**config.mk**
```make
export PLATFORM = sky130hd
export DESIGN_NAME = mac_lane_top
export DESIGN_NICKNAME = d
export VERILOG_FILES = /design/src/mac_ctrl_pkg.sv /design/src/mac_fmt_pkg.sv /design/src/mac_align.sv /design/src/mac_lane_top.sv /design/src/mac_out_fifo.sv /design/src/mac_product.sv /design/src/mac_sum_tree.sv /design/src/pipe_ctrl.sv
export VERILOG_INCLUDE_DIRS = /design/src
export SDC_FILE = /design/constraint.sdc
export NUM_CORES = 2
export LEC_CHECK = 0
export BUFFER_PORTS_ARGS = -buffer_cell sky130_fd_sc_hd__buf_2
export CAP_MARGIN = 20
export CORE_MARGIN = 3
export CORE_UTILIZATION = 35
export DETAILED_ROUTE_END_ITERATION = 8
export SLEW_MARGIN = 0
export SYNTH_ARGS = -nofsm -noshare
export SYNTH_HDL_FRONTEND = slang
export SYNTH_SLANG_ARGS = --single-unit
export TNS_END_PERCENT = 20
```
**constraint.sdc**
```tcl
create_clock -name i_clk -period 19.7 [get_ports i_clk]
set_input_delay 0.985 -clock i_clk [delete_from_list [all_inputs] [get_ports i_clk]]
set_output_delay 0.985 -clock i_clk [all_outputs]
set_load 0.05 [all_outputs]
```
**src/mac_lane_params.svh**
```systemverilog
// size and width constants of the dot-product lane
// element, product, sum and pipeline geometry
`ifndef MAC_LANE_PARAMS_SVH
`define MAC_LANE_PARAMS_SVH

////////////////////////////////////////////////////////////
// element geometry
`define MAC_N_ELEM      8   // element pairs per beat
`define MAC_W_ELEM      10  // zero flag + sign + 8 body bits
`define MAC_W_EXP       4   // fp8 exponent
`define MAC_W_MANT      8   // i9 magnitude, or fp8 exp/mant pair

////////////////////////////////////////////////////////////
// datapath
`define MAC_W_PROD      16  // product magnitude
`define MAC_GUARD       4   // guard bits below an fp8 product
`define MAC_MAX_SHIFT   15  // alignment shift cap
`define MAC_W_SUM       22  // signed sum

// flow control
`define MAC_N_STAGE     3
`define MAC_FIFO_DEPTH  2

`endif

```
**src/mac_ctrl_pkg.sv**
```systemverilog
// flow-control state types
// output FIFO fill state
`default_nettype none

package mac_ctrl_pkg;

    typedef enum logic [1:0] {
        FILL_EMPTY = 2'd0,
        FILL_ONE   = 2'd1,
        FILL_FULL  = 2'd2
    } fifo_fill_e;

endpackage

`default_nettype wire

```
**src/mac_fmt_pkg.sv**
```systemverilog
// number format types of the dot-product lane
// datatype select, element layout, product exponent
`default_nettype none

`include "mac_lane_params.svh"

package mac_fmt_pkg;

    // one datatype for both operands
    typedef enum logic {
        DT_I9  = 1'b0,  // sign-magnitude integer
        DT_FP8 = 1'b1   // sign, 4b exp, 4b mant, no hidden bit
    } mac_dtype_e;

    // one element as it arrives on the input bus
    typedef struct packed {
        logic                     zero;  // explicit zero
        logic                     sign;
        logic [`MAC_W_ELEM-3:0]   body;  // magnitude or exp/mant
    } mac_elem_t;

    // fp8 view of the element body
    typedef struct packed {
        logic [`MAC_W_EXP-1:0]               exp;
        logic [`MAC_W_MANT-`MAC_W_EXP-1:0]   mant;
    } mac_fp8_field_t;

    typedef logic [`MAC_W_EXP:0] mac_pexp_t;  // sum of two exps

endpackage

`default_nettype wire

```
**src/mac_align.sv**
```systemverilog
// stage 1: max exponent search and product alignment
// two's complement terms shifted to the shared exponent
`default_nettype none

`include "mac_lane_params.svh"

module mac_align (
    input  logic                                            i_clk,
    input  logic                                            i_en,
    input  mac_fmt_pkg::mac_dtype_e                         i_dtype,
    input  logic [`MAC_N_ELEM-1:0]                          i_live,
    input  logic [`MAC_N_ELEM-1:0]                          i_neg,
    input  logic [`MAC_N_ELEM-1:0][`MAC_W_PROD-1:0]         i_mag,
    input  mac_fmt_pkg::mac_pexp_t [`MAC_N_ELEM-1:0]        i_pexp,
    output logic signed [`MAC_N_ELEM-1:0][`MAC_W_SUM-1:0]   o_term,
    output mac_fmt_pkg::mac_pexp_t                          o_max_exp,
    output mac_fmt_pkg::mac_dtype_e                         o_dtype
);

    localparam int              W_SH   = $clog2(`MAC_MAX_SHIFT + 1);
    localparam logic [W_SH-1:0] SH_CAP = `MAC_MAX_SHIFT;

    mac_fmt_pkg::mac_pexp_t                         max_exp;
    logic signed [`MAC_N_ELEM-1:0][`MAC_W_SUM-1:0]  term;

    // dead elements never set the exponent
    always_comb begin : find_max
        max_exp = '0;
        for (int i = 0; i < `MAC_N_ELEM; i++) begin
            if (i_live[i] && (i_pexp[i] > max_exp)) begin
                max_exp = i_pexp[i];
            end
        end
        if (i_dtype != mac_fmt_pkg::DT_FP8) begin
            max_exp = '0;
        end
    end

    for (genvar i = 0; i < `MAC_N_ELEM; i++) begin : g_term
        mac_fmt_pkg::mac_pexp_t     diff;
        logic [W_SH-1:0]            shamt;
        logic signed [`MAC_W_SUM-1:0] mag_ext;
        logic signed [`MAC_W_SUM-1:0] val;
        logic signed [`MAC_W_SUM-1:0] t;

        assign diff    = max_exp - i_pexp[i];
        assign shamt   = (diff > SH_CAP) ? SH_CAP : diff[W_SH-1:0];  // clamp
        assign mag_ext = {{(`MAC_W_SUM - `MAC_W_PROD){1'b0}}, i_mag[i]};
        assign val     = i_neg[i] ? -mag_ext : mag_ext;

        always_comb begin
            if (!i_live[i]) begin
                t = '0;
            end else if (i_dtype == mac_fmt_pkg::DT_I9) begin
                t = val;
            end else begin
                t = val >>> shamt;  // floors negative terms
            end
        end

        assign term[i] = t;
    end

    always_ff @(posedge i_clk) begin
        if (i_en) begin
            o_term    <= term;
            o_max_exp <= max_exp;
            o_dtype   <= i_dtype;
        end
    end

endmodule

`default_nettype wire

```
**src/mac_lane_top.sv**
```systemverilog
// eight-element dot-product lane
// pipeline control, three datapath stages and output FIFO
`default_nettype none

`include "mac_lane_params.svh"

module mac_lane_top (
    input  logic                                        i_clk,
    input  logic                                        i_reset,
    input  logic                                        i_in_valid,
    output logic                                        o_in_ready,
    input  mac_fmt_pkg::mac_dtype_e                     i_dtype,
    input  logic [`MAC_N_ELEM-1:0]                      i_mask,
    input  logic [`MAC_N_ELEM*`MAC_W_ELEM-1:0]          i_act,
    input  logic [`MAC_N_ELEM*`MAC_W_ELEM-1:0]          i_wgt,
    output logic                                        o_out_valid,
    input  logic                                        i_out_ready,
    output logic signed [`MAC_W_SUM-1:0]                o_sum,
    output mac_fmt_pkg::mac_pexp_t                      o_exp
);

    logic [`MAC_N_STAGE-1:0]                        stage_en;
    logic                                           pipe_valid;
    logic                                           fifo_ready;

    // stage 0 -> 1
    logic [`MAC_N_ELEM-1:0]                         p_live;
    logic [`MAC_N_ELEM-1:0]                         p_neg;
    logic [`MAC_N_ELEM-1:0][`MAC_W_PROD-1:0]        p_mag;
    mac_fmt_pkg::mac_pexp_t [`MAC_N_ELEM-1:0]       p_pexp;
    mac_fmt_pkg::mac_dtype_e                        p_dtype;

    // stage 1 -> 2
    logic signed [`MAC_N_ELEM-1:0][`MAC_W_SUM-1:0]  a_term;
    mac_fmt_pkg::mac_pexp_t                         a_max_exp;
    mac_fmt_pkg::mac_dtype_e                        a_dtype;

    // stage 2 -> fifo
    logic signed [`MAC_W_SUM-1:0]                   s_sum;
    mac_fmt_pkg::mac_pexp_t                         s_exp;

    pipe_ctrl u_pipe_ctrl (
        .i_clk        (i_clk),
        .i_reset      (i_reset),
        .i_in_valid   (i_in_valid),
        .i_out_ready  (fifo_ready),
        .o_in_ready   (o_in_ready),
        .o_pipe_valid (pipe_valid),
        .o_stage_en   (stage_en)
    );

    mac_product u_mac_product (
        .i_clk   (i_clk),      .i_en    (stage_en[0]), .i_dtype (i_dtype),
        .i_mask  (i_mask),     .i_act   (i_act),       .i_wgt   (i_wgt),
        .o_live  (p_live),     .o_neg   (p_neg),       .o_mag   (p_mag),
        .o_pexp  (p_pexp),     .o_dtype (p_dtype)
    );

    mac_align u_mac_align (
        .i_clk   (i_clk),      .i_en    (stage_en[1]), .i_dtype (p_dtype),
        .i_live  (p_live),     .i_neg   (p_neg),       .i_mag   (p_mag),
        .i_pexp  (p_pexp),     .o_term  (a_term),      .o_max_exp (a_max_exp),
        .o_dtype (a_dtype)
    );

    mac_sum_tree u_mac_sum_tree (
        .i_clk     (i_clk),    .i_en      (stage_en[2]), .i_term (a_term),
        .i_max_exp (a_max_exp), .i_dtype  (a_dtype),
        .o_sum     (s_sum),    .o_exp     (s_exp)
    );

    mac_out_fifo u_mac_out_fifo (
        .i_clk       (i_clk),      .i_reset    (i_reset),
        .i_in_valid  (pipe_valid), .i_sum      (s_sum),     .i_exp (s_exp),
        .i_out_ready (i_out_ready), .o_in_ready (fifo_ready),
        .o_out_valid (o_out_valid), .o_sum     (o_sum),     .o_exp (o_exp)
    );

endmodule

`default_nettype wire

```
**src/mac_out_fifo.sv**
```systemverilog
// two-entry output FIFO for sum and exponent
// registered input ready cuts the ready path
`default_nettype none

`include "mac_lane_params.svh"

module mac_out_fifo (
    input  logic                            i_clk,
    input  logic                            i_reset,
    input  logic                            i_in_valid,
    input  logic signed [`MAC_W_SUM-1:0]    i_sum,
    input  mac_fmt_pkg::mac_pexp_t          i_exp,
    input  logic                            i_out_ready,
    output logic                            o_in_ready,
    output logic                            o_out_valid,
    output logic signed [`MAC_W_SUM-1:0]    o_sum,
    output mac_fmt_pkg::mac_pexp_t          o_exp
);

    localparam int W_PTR = $clog2(`MAC_FIFO_DEPTH);

    mac_ctrl_pkg::fifo_fill_e       fill;
    mac_ctrl_pkg::fifo_fill_e       fill_nxt;
    logic [W_PTR-1:0]               wr_ptr;
    logic [W_PTR-1:0]               rd_ptr;
    logic signed [`MAC_W_SUM-1:0]   mem_sum [`MAC_FIFO_DEPTH];
    mac_fmt_pkg::mac_pexp_t         mem_exp [`MAC_FIFO_DEPTH];
    logic                           push;
    logic                           pop;

    assign push        = i_in_valid & o_in_ready;
    assign pop         = o_out_valid & i_out_ready;
    assign o_out_valid = (fill != mac_ctrl_pkg::FILL_EMPTY);
    assign o_sum       = mem_sum[rd_ptr];
    assign o_exp       = mem_exp[rd_ptr];

    always_comb begin
        fill_nxt = fill;
        case (fill)
            mac_ctrl_pkg::FILL_EMPTY: if (push) fill_nxt = mac_ctrl_pkg::FILL_ONE;
            mac_ctrl_pkg::FILL_ONE: begin
                if (push && !pop) begin
                    fill_nxt = mac_ctrl_pkg::FILL_FULL;
                end else if (pop && !push) begin
                    fill_nxt = mac_ctrl_pkg::FILL_EMPTY;
                end
            end
            mac_ctrl_pkg::FILL_FULL: if (pop) fill_nxt = mac_ctrl_pkg::FILL_ONE;
            default: fill_nxt = mac_ctrl_pkg::FILL_EMPTY;
        endcase
    end

    always_ff @(posedge i_clk or negedge i_reset) begin
        if (!i_reset) begin
            fill       <= mac_ctrl_pkg::FILL_EMPTY;
            wr_ptr     <= '0;
            rd_ptr     <= '0;
            o_in_ready <= 1'b1;
        end else begin
            fill       <= fill_nxt;
            o_in_ready <= (fill_nxt != mac_ctrl_pkg::FILL_FULL);  // known a cycle early
            if (push) wr_ptr <= wr_ptr + 1'b1;
            if (pop)  rd_ptr <= rd_ptr + 1'b1;
        end
    end

    always_ff @(posedge i_clk) begin
        if (push) begin
            mem_sum[wr_ptr] <= i_sum;
            mem_exp[wr_ptr] <= i_exp;
        end
    end

    // the registered ready must track the fill state
    a_no_push_full: assert property (@(posedge i_clk) disable iff (!i_reset)
        push |-> (fill != mac_ctrl_pkg::FILL_FULL))
        else $error("push into a full output FIFO");

    // pointers must show a stored entry whenever one is taken
    a_no_pop_empty: assert property (@(posedge i_clk) disable iff (!i_reset)
        pop |-> ((wr_ptr != rd_ptr) || (fill == mac_ctrl_pkg::FILL_FULL)))
        else $error("pop from an empty output FIFO");

endmodule

`default_nettype wire

```
**src/mac_product.sv**
```systemverilog
// stage 0: element decode and pair multiply
// liveness, product sign, magnitude and exponent registered
`default_nettype none

`include "mac_lane_params.svh"

module mac_product (
    input  logic                                        i_clk,
    input  logic                                        i_en,
    input  mac_fmt_pkg::mac_dtype_e                     i_dtype,
    input  logic [`MAC_N_ELEM-1:0]                      i_mask,
    input  mac_fmt_pkg::mac_elem_t [`MAC_N_ELEM-1:0]    i_act,
    input  mac_fmt_pkg::mac_elem_t [`MAC_N_ELEM-1:0]    i_wgt,
    output logic [`MAC_N_ELEM-1:0]                      o_live,
    output logic [`MAC_N_ELEM-1:0]                      o_neg,
    output logic [`MAC_N_ELEM-1:0][`MAC_W_PROD-1:0]     o_mag,
    output mac_fmt_pkg::mac_pexp_t [`MAC_N_ELEM-1:0]    o_pexp,
    output mac_fmt_pkg::mac_dtype_e                     o_dtype
);

    localparam int W_FMANT = `MAC_W_MANT - `MAC_W_EXP;

    logic [`MAC_N_ELEM-1:0]                   live;
    logic [`MAC_N_ELEM-1:0]                   neg;
    logic [`MAC_N_ELEM-1:0][`MAC_W_PROD-1:0]  mag;
    mac_fmt_pkg::mac_pexp_t [`MAC_N_ELEM-1:0] pexp;

    for (genvar i = 0; i < `MAC_N_ELEM; i++) begin : g_elem
        mac_fmt_pkg::mac_fp8_field_t  a_fp;
        mac_fmt_pkg::mac_fp8_field_t  w_fp;
        logic [`MAC_W_MANT-1:0]       a_mag;
        logic [`MAC_W_MANT-1:0]       w_mag;
        logic [2*W_FMANT-1:0]         fp_prod;
        logic [`MAC_W_PROD-1:0]       e_mag;
        mac_fmt_pkg::mac_pexp_t       e_pexp;

        assign a_fp    = i_act[i].body;
        assign w_fp    = i_wgt[i].body;
        assign a_mag   = i_act[i].body;
        assign w_mag   = i_wgt[i].body;
        assign fp_prod = a_fp.mant * w_fp.mant;

        assign live[i] = i_mask[i] & ~i_act[i].zero & ~i_wgt[i].zero;
        assign neg[i]  = i_act[i].sign ^ i_wgt[i].sign;

        always_comb begin
            if (i_dtype == mac_fmt_pkg::DT_FP8) begin
                e_mag  = {{(`MAC_W_PROD - 2*W_FMANT){1'b0}}, fp_prod} << `MAC_GUARD;
                e_pexp = {1'b0, a_fp.exp} + {1'b0, w_fp.exp};
            end else begin
                e_mag  = a_mag * w_mag;  // full 16b integer product
                e_pexp = '0;
            end
        end

        assign mag[i]  = e_mag;
        assign pexp[i] = e_pexp;
    end

    ////////////////////////////////////////////////////////////
    // stage 0 registers
    always_ff @(posedge i_clk) begin
        if (i_en) begin
            o_live  <= live;
            o_neg   <= neg;
            o_mag   <= mag;
            o_pexp  <= pexp;
            o_dtype <= i_dtype;
        end
    end

endmodule

`default_nettype wire

```
**src/mac_sum_tree.sv**
```systemverilog
// stage 2: three-level adder tree over the aligned terms
// registered sum and shared exponent
`default_nettype none

`include "mac_lane_params.svh"

module mac_sum_tree (
    input  logic                                            i_clk,
    input  logic                                            i_en,
    input  logic signed [`MAC_N_ELEM-1:0][`MAC_W_SUM-1:0]   i_term,
    input  mac_fmt_pkg::mac_pexp_t                          i_max_exp,
    input  mac_fmt_pkg::mac_dtype_e                         i_dtype,
    output logic signed [`MAC_W_SUM-1:0]                    o_sum,
    output mac_fmt_pkg::mac_pexp_t                          o_exp
);

    logic signed [`MAC_W_SUM:0]   sum_l1 [`MAC_N_ELEM/2];
    logic signed [`MAC_W_SUM+1:0] sum_l2 [`MAC_N_ELEM/4];
    logic signed [`MAC_W_SUM+2:0] sum_l3;
    logic [3:0]                   top_bits;

    for (genvar g = 0; g < `MAC_N_ELEM/2; g++) begin : g_l1
        assign sum_l1[g] = $signed(i_term[2*g]) + $signed(i_term[2*g+1]);
    end

    for (genvar g = 0; g < `MAC_N_ELEM/4; g++) begin : g_l2
        assign sum_l2[g] = sum_l1[2*g] + sum_l1[2*g+1];
    end

    assign sum_l3   = sum_l2[0] + sum_l2[1];
    assign top_bits = sum_l3[`MAC_W_SUM+2:`MAC_W_SUM-1];  // growth bits + sign

    always_ff @(posedge i_clk) begin
        if (i_en) begin
            o_sum <= sum_l3[`MAC_W_SUM-1:0];
            o_exp <= (i_dtype == mac_fmt_pkg::DT_FP8) ? i_max_exp : '0;
        end
    end

    // upstream ranges keep the total inside the output width
    a_no_ovf: assert property (@(posedge i_clk)
        i_en |-> ((top_bits == 4'b0000) || (top_bits == 4'b1111)))
        else $error("adder tree overflow, top bits %b", top_bits);

endmodule

`default_nettype wire

```
**src/pipe_ctrl.sv**
```systemverilog
// pipeline valid bits and stage enables
// back-pressure chained from the output FIFO ready
`default_nettype none

`include "mac_lane_params.svh"

module pipe_ctrl (
    input  logic                       i_clk,
    input  logic                       i_reset,
    input  logic                       i_in_valid,
    input  logic                       i_out_ready,
    output logic                       o_in_ready,
    output logic                       o_pipe_valid,
    output logic [`MAC_N_STAGE-1:0]    o_stage_en
);

    logic [`MAC_N_STAGE-1:0] stage_valid;
    logic [`MAC_N_STAGE-1:0] stage_room;   // empty, or emptying this cycle
    logic [`MAC_N_STAGE-1:0] src_valid;

    assign src_valid = {stage_valid[`MAC_N_STAGE-2:0], i_in_valid};

    // a full stage has room only if everything after it moves
    always_comb begin : room_chain
        logic room;
        room = i_out_ready;
        for (int k = `MAC_N_STAGE - 1; k >= 0; k--) begin
            room = ~stage_valid[k] | room;
            stage_room[k] = room;
        end
    end

    assign o_stage_en   = src_valid & stage_room;
    assign o_in_ready   = stage_room[0];
    assign o_pipe_valid = stage_valid[`MAC_N_STAGE-1];

    always_ff @(posedge i_clk or negedge i_reset) begin
        if (!i_reset) begin
            stage_valid <= '0;
        end else begin
            stage_valid <= o_stage_en | (stage_valid & ~stage_room);  // load, hold or drain
        end
    end

    // data pulled into stage k must have been sitting in stage k-1
    for (genvar k = 1; k < `MAC_N_STAGE; k++) begin : g_chk
        a_en_src: assert property (@(posedge i_clk) disable iff (!i_reset)
            o_stage_en[k] |-> $past(o_stage_en[k-1] | (stage_valid[k-1] & ~stage_room[k-1])))
            else $error("stage %0d pulled an empty slot, out ready %b (fifo state %0d when low)",
                        k, i_out_ready, mac_ctrl_pkg::FILL_FULL);
    end

endmodule

`default_nettype wire

```
Word-level counts from Yosys, hierarchy flattened
Memory sizes are Yosys's and may differ from the RTL's.
Index checks and enable logic that the tools add are counted.
{"block": "totals", "output_inout_bits": 29, "n_memories": 2, "in_bits": 173, "word_cells": 236, "register_bits": 402, "mem_bits_rw": 54}
{"name": "u_mac_out_fifo.mem_sum", "depth": 2, "word_bits": 22, "rd": 1, "rd_ports_with_merged_regs": 0, "write_ports": 1, "line": "mac_out_fifo.sv:26", "rtl": "logic signed [`MAC_W_SUM-1:0] mem_sum [`MAC_FIFO_DEPTH];"}
{"name": "u_mac_out_fifo.mem_exp", "depth": 2, "word_bits": 5, "rd": 1, "rd_ports_with_merged_regs": 0, "write_ports": 1, "line": "mac_out_fifo.sv:27", "rtl": "mac_fmt_pkg::mac_pexp_t mem_exp [`MAC_FIFO_DEPTH];"}
{"block": "classes", "reduce_logical": 14, "eq_ne": 3, "mux": 48, "n_addsub": 33, "bitwise": 52, "n_shift": 8, "order_cmp": 16, "n_mul": 16}
{"cell": "22-bit two-way mux", "n": 16}
{"cell": "16-bit negation with 22-bit output", "n": 8}
{"cell": "22-bit by 4-bit >>> shifter with 22-bit output", "n": 8}
{"cell": "22-bit adder", "n": 7}
{"cell": "8-bit by 8-bit multiplier with 16-bit output", "n": 8}
{"cell": "12-bit two-way mux", "n": 8}
{"cell": "4-bit by 4-bit multiplier with 8-bit output", "n": 8}
{"cell": "5-bit two-way mux", "n": 9}
{"cell": "4-bit by 4-bit adder with 5-bit output", "n": 8}
{"cell": "5-bit by 4-bit greater-than comparator with 1-bit output, second input constant", "n": 8}
{"cell": "5-bit subtractor", "n": 8}
{"cell": "5-bit greater-than comparator", "n": 7}
{"cell": "4-bit two-way mux", "n": 8}
{"cell": "1-bit inverter", "n": 19}
{"cell": "1-bit bitwise AND", "n": 18}
{"cell": "1-bit logical AND", "n": 10}
{"cell": "2-bit two-way mux", "n": 4}
{"cell": "1-bit XOR", "n": 8}
{"cell": "3-bit bitwise AND", "n": 2}
{"cell": "2-bit one-hot mux with 3 select lines", "n": 1}
{"cell": "5-bit by 1-bit greater-than comparator with 1-bit output, second input constant", "n": 1}
{"cell": "3-bit inverter", "n": 1}
{"cell": "1-bit OR", "n": 3}
{"cell": "3-bit OR", "n": 1}
{"cell": "other kinds (8)", "n": 11}

Longest topological paths before layout
{"block": "depth", "word_depth": 30, "ltp_mapped": 83, "mapped_depth_nobuf": 78}

By module
From an unflattened synthesis, not the netlist that was laid out.
{"block": "hier_totals", "cells_unflattened": 6324, "area_unflattened_um2": 57183.6}
{"module": "mac_product", "area_each_um2": 26791.9, "cells_per_inst": 2719, "seq_area_each_um2": 5555.3, "instances": 1}
{"module": "mac_align", "area_each_um2": 22805.6, "cells_per_inst": 2976, "seq_area_each_um2": 5465.2, "instances": 1}
{"module": "mac_sum_tree", "area_each_um2": 5168.7, "cells_per_inst": 512, "seq_area_each_um2": 810.8, "instances": 1}
{"module": "mac_out_fifo", "area_each_um2": 2272.2, "cells_per_inst": 105, "seq_area_each_um2": 1747.9, "instances": 1}
{"module": "pipe_ctrl", "area_each_um2": 145.1, "cells_per_inst": 12, "seq_area_each_um2": 75.1, "instances": 1}

Worst setup path after synthesis
Ideal clock, no wire load.
{"block": "synth_timing", "kind": "reg2reg", "startpoint": "register u_mac_product.o_live[0]", "endpoint": "register u_mac_align.o_term[159] (netlist name) (data pin)", "setup_ns": 0.130, "path_stages_with_launch": 71, "path_buffers": 5, "t_required_ns": 19.570, "t_arrival_ns": 16.356, "synth_period_minus_slack_ns": 16.486, "setup_slack_ns": 3.214, "path_cell_list": "edfxtp_1 clkbuf_1 and2_1 ha_1 nand2b_1 a211oi_4 o21a_2 nand2_1 o21ai_0 inv_1 ha_1 a21boi_0 o2111ai_1 o311a_1 nor2_2 a21oi_1 nor2_2 mux2_2 (+35 left out) o221ai_1 clkbuf_1 clkbuf_1 nor2_1 a211oi_1 fa_1 a21o_1 a21oi_1 xor2_1 nor2_1 a2111oi_0 o211ai_2 and2_4 buf_6 mux2_4 a221o_1 a311oi_1 o21a_1"}
{"block": "synth_via", "elab_chain_len": 29}
{"element": "start: declaration", "line": "mac_product.sv:14", "rtl": "output logic [`MAC_N_ELEM-1:0] o_live,"}
{"element": "start signal: assignment", "line": "mac_product.sv:64", "rtl": "o_live <= live;"}
{"element": "1-bit logical AND (*)", "line": "mac_align.sv:30", "rtl": "if (i_live[i] && (i_pexp[i] > max_exp)) begin"}
{"element": "5-bit two-way mux (*)", "line": "mac_align.sv:30"}
{"element": "5-bit greater-than comparator", "line": "mac_align.sv:30"}
{"element": "1-bit logical AND", "line": "mac_align.sv:30"}
{"element": "5-bit two-way mux (*)", "line": "mac_align.sv:30"}
{"element": "5-bit greater-than comparator", "line": "mac_align.sv:30"}
{"element": "1-bit logical AND", "line": "mac_align.sv:30"}
{"element": "5-bit two-way mux (*)", "line": "mac_align.sv:30"}
{"element": "(+14 left out)"}
{"element": "5-bit two-way mux (*)", "line": "mac_align.sv:30"}
{"element": "5-bit two-way mux (*)", "line": "mac_align.sv:34", "rtl": "if (i_dtype != mac_fmt_pkg::DT_FP8) begin"}
{"element": "net u_mac_align.max_exp[1]", "line": "mac_align.sv:23", "rtl": "mac_fmt_pkg::mac_pexp_t max_exp;"}
{"element": "5-bit subtractor (*)", "line": "mac_align.sv:46", "rtl": "assign diff = max_exp - i_pexp[i];"}
{"element": "5-bit by 4-bit greater-than comparator with 1-bit output", "line": "mac_align.sv:47", "rtl": "assign shamt = (diff > SH_CAP) ? SH_CAP : diff[W_SH-1:0];"}
{"element": "4-bit two-way mux (*)", "line": "mac_align.sv:47"}
{"element": "22-bit by 4-bit >>> shifter with 22-bit output (*)", "line": "mac_align.sv:57", "rtl": "t = val >>> shamt;"}
{"element": "22-bit two-way mux (*)", "line": "mac_align.sv:54", "rtl": "end else if (i_dtype == mac_fmt_pkg::DT_I9) begin"}
{"element": "end signal: assignment", "line": "mac_align.sv:66", "rtl": "o_term <= term;"}
{"element": "end: declaration", "line": "mac_align.sv:15", "rtl": "output logic signed [`MAC_N_ELEM-1:0][`MAC_W_SUM-1:0] o_term,"}
The timed path passes the listed nets; every way through them passes the cells marked *.
A chain may end at the register's enable or synchronous reset.

Worst setup path in the final report
{"block": "layout_timing", "startpoint": "register u_mac_product.o_live[0]", "endpoint": "register u_mac_align.o_term[159] (netlist name) (data pin)"}
{"block": "layout_via", "elab_chain_len": 29}
{"element": "1-bit logical AND (*)", "line": "mac_align.sv:30"}
{"element": "5-bit two-way mux (*)", "line": "mac_align.sv:30"}
{"element": "5-bit greater-than comparator", "line": "mac_align.sv:30"}
{"element": "1-bit logical AND", "line": "mac_align.sv:30"}
{"element": "5-bit two-way mux (*)", "line": "mac_align.sv:30"}
{"element": "5-bit greater-than comparator", "line": "mac_align.sv:30"}
{"element": "1-bit logical AND", "line": "mac_align.sv:30"}
{"element": "5-bit two-way mux (*)", "line": "mac_align.sv:30"}
{"element": "(+13 left out)"}
{"element": "1-bit logical AND", "line": "mac_align.sv:30"}
{"element": "5-bit two-way mux (*)", "line": "mac_align.sv:30"}
{"element": "5-bit two-way mux (*)", "line": "mac_align.sv:34"}
{"element": "5-bit subtractor (*)", "line": "mac_align.sv:46"}
{"element": "5-bit by 4-bit greater-than comparator with 1-bit output", "line": "mac_align.sv:47"}
{"element": "4-bit two-way mux (*)", "line": "mac_align.sv:47"}
{"element": "22-bit by 4-bit >>> shifter with 22-bit output (*)", "line": "mac_align.sv:57"}
{"element": "22-bit two-way mux (*)", "line": "mac_align.sv:54"}
Every way passes the cells marked *; elsewhere a longest branch is shown, timed or not.

==> impl_results.md <==
- Synth Area in XOR/XNOR: 5.46%
- Hold Crit Class: in -> async
- Max_slew headroom: 30.5%
- DR vias: 44683
- Via count of the first global-routing pass: 44739
- Least-Margin Pin Slew: 1.03 ns
- CTS Hold Bufs: 0
- Syn-to-layout area delta: 9.16%
- PD cells: 190 mW/mm^2
- Routed WL: 163000 um
- Post-synth top area share: 24.5%
- Syn_area_per_cell: 8.98 sq um
- Crit end category: register
- I/O pin cnt: 202
- DR WL/cell: 19.6 um
- RSZ-0062 raised after global routing: no
- Vias per cell: 5.40
- Max-cap viol count: 0
- Worst Path Required: 20.26 ns
- Final TNS setup: 0 ns
- # H-tree levels: 2
- Post-DP HPWL: 128000 um
- Async set-reset flop share out of synthesis: 1.75%
- Leak: 26.6 nW
- Largest family of logic cells by synthesized area: adder cells
- Synth Area in Adders: 28.1%
- Netlist cell types: 108
- Initial Utilization: 35.4%
- Placed instance area: 0.0580 sq mm
- Multiplexer share of the synthesized area: 2.47%
- Register area: 0.0137 sq mm
- Worst clock skew: 0.0489 ns
- Clk_lat worst skew: 0.70 ns
- Die area: 0.162 sq mm
- Kind of critical path: reg -> reg
- CP max stage delay: 0.72 ns
- Slew Limit Fails: 0
- Iteration-0 DRC Markers: 3705
- PortBufs: 201
- Post-Synth Simple-Gate Area: 14.7%
- Final setup violating endpoints: 0
- DRC: 0
- Largest net degree at the start of global routing: 97
- DRT Pass-1 Iters: 6
- Worst Path Buf+Inv: 9
- Dominant synthesized flop cell: edfxtp_1
- CTS tree: built
- Critical path's slowest cell: edfxtp_1
- CP Max Fanout: 16
- Worst vdd ir: 0.325 mV
- Post-CTS Setup Bufs: 0
- Clock transition at path regs: 0.06 ns
- Clock root cell: clkbuf_16
- Die width: 402 um
- Top cell type by total area after synthesis: edfxtp_1
- Grt ovf: 0
- Count of flip-flops with a built-in enable after synthesis: 448
- Setup crit start kind: register
- Share of layout cells above drive strength 1: 7.48%
- Nets: 7312
- Yosys reg bits: 456
- Area of the multi-input gates: 0.0372 sq mm
- Status: finished clean
- FILL cells: 15599
- Syn_nets: 7238
- Post-synthesis compound-gate area fraction: 17.0%
- Total CTS buffers: 55
- Mapped Area: 0.0549 sq mm
- Initial antenna violation count: 6
- Vert. Die Dim: 402 um
- GRT Total Usage: 19.8%
- Longest Clk Path Bufs: 3
- Worst endpoint data arrival time: 18.76 ns
- Count leader, synth: inv_1
- Achievable Freq: 54.9 MHz
- # resized after CTS: 0
- Post-route minimum period: 18.20 ns
- Row count: 144
- First-pass GRT wire length: 257000 um
- Core ar.: 0.155 sq mm
- ANT nets after route: 0
- Final hold vios: 0
- Count of clock tree sinks: 456
- Period utilisation layout: 92.4%
- Top cells by count, synth: 820 x inv_1, 658 x nand2_1, 493 x ha_1
- Gate Count Post-Synth: 6113
- Top post-synthesis cells by area: edfxtp_1 25%, fa_1 17%, ha_1 11%
- Sequential share of the synthesized area: 24.9%
- Warnings, synthesis: 0
- Placer congestion estimate: 0.965
- Delay-heaviest family, CP: compound AO/OA/AOI/OAI gates
- Final Instance Area: 0.0599 sq mm
[worst reg2reg max path: cells and delay by family (launching register included)]
| kind | cells | cell delay (ns) |
|---|---|---|
| xor+xnor | 1 | 0.34 |
| buf+inv | 9 | 1.12 |
| simple gates | 14 | 2.50 |
| fa+ha+maj | 10 | 3.22 |
| flops | 1 | 0.72 |
| mux | 4 | 1.28 |
| compound gates | 30 | 8.90 |
[cells in the final DEF, fill, tap and decap left out, types with 17 or more instances in the layout]
cell       instances
edfxtp_1         448
o32ai_1           19
o22ai_1           45
a211oi_1          64
a22oi_1           31
a21o_1            93
o221ai_1          17
a21oi_1          348
nor2b_1           42
and3_1            21
o31ai_1           61
o21a_1            38
a221oi_1          28
a21boi_0          17
nand2_1          658
mux2_2            48
or4_1             18
nand3_1           64
o21ai_0          357
xor2_1           141
mux2i_1           70
buf_4             58
o31a_1            17
o21bai_1          24
buf_2            200
nor2_1           418
and2_1           293
nor3_1            60
fa_1             459
o211ai_1          45
xnor2_1          199
ha_1             493
nand2b_1          48
a31oi_1           47
inv_1            820
or3_1             25
nand4_1           25
clkbuf_16         55
[area by class of cell]
cell class	count	share of cell area (%)
Sequential cell	456	22.8
Inverter	827	5.18
Antenna cell	1	0.00418
Tap cell	2044	4.27
Multi-Input combinational cell	4585	62.1
Timing Repair Buffer	262	2.53
Clock inverter	40	0.794
Clock buffer	63	2.35
[state kept, by name, summed over array words and instances (netlist names), named ones only]
signal / flops
u_mac_align.o_term: 176
u_mac_product.o_live: 8
u_mac_out_fifo.rd_ptr: 1
u_mac_sum_tree.o_sum: 22
u_mac_product.o_dtype: 1
u_mac_out_fifo.mem_exp: 10
u_mac_out_fifo.mem_sum: 44
u_mac_align.o_dtype: 1
u_mac_out_fifo.wr_ptr: 1
u_mac_out_fifo.fill: 2
u_mac_out_fifo.o_in_ready: 1
u_mac_product.o_pexp: 40
u_mac_align.o_max_exp: 5
u_mac_sum_tree.o_exp: 5
u_mac_product.o_neg: 8
u_mac_product.o_mag: 128
[per-layer routing]
metal	share of wire [%]	up-vias	GRT usage [%]
li1	-	21166	-
met1	44	21836	27.1
met2	47	1430	32.6
met3	6.2	251	2.99
met4	2.7	0	5.61
met5	0	-	0
[power by group]
group | switching (mW) | internal, mW | leakage, nW
clock | 0.460 | 0.611 | 0.901
sequential | 0.260 | 1.67 | 4.59
combinational | 5.29 | 3.10 | 21.1
[final timing paths]
check	startpoint	end	slack [ns]	cells after the start
max	u_mac_product.o_live[0]$_DFFE_PP_	u_mac_align.o_term[159]$_SDFFCE_PN0P_	1.50	68
min	i_reset	u_mac_out_fifo.rd_ptr$_DFFE_PN0P_	0.13	1
max reg2reg	u_mac_product.o_live[0]$_DFFE_PP_	u_mac_align.o_term[159]$_SDFFCE_PN0P_	1.50	68
min reg2reg	u_mac_sum_tree.o_sum[0]$_DFFE_PP_	u_mac_out_fifo.mem_sum[1][0]$_DFFE_PP_	0.44	0
max in group asynchronous	i_reset	u_mac_out_fifo.o_in_ready$_DFF_PN1_	19.33	1
min in group i_clk	u_mac_sum_tree.o_sum[0]$_DFFE_PP_	u_mac_out_fifo.mem_sum[1][0]$_DFFE_PP_	0.44	0
[cells by family after synthesis]
logic type	Yosys count
buffers and inverters	1072
multiplexers	124
flip-flops	456
AND/OR/NAND/NOR	1730
AO/OA/AOI/OAI	1434
XOR/XNOR	341
adder cells (fa/ha/maj)	956
[stage by stage]
| stage | instances | util (%) | total power [mW] | hold slack, ns | setup WS [ns] |
|---|---|---|---|---|---|
| global placement | 8170 | 37.4 | 10.1 | 0.425 | 1.95 |
| detailed placement | 8173 | 37.4 | 10.2 | 0.434 | 1.76 |
| CTS | 8276 | 38.7 | 11.3 | 0.0812 | 1.67 |
| global route | 8277 | 38.7 | 12.5 | 0.0946 | 0.295 |
| floorplan | 6113 | - | 7.84 | 0.421 | 3.21 |
| finish | 8278 | 38.7 | 11.4 | 0.128 | 1.50 |
Note: power is estimated with default switching activity, not from simulation.
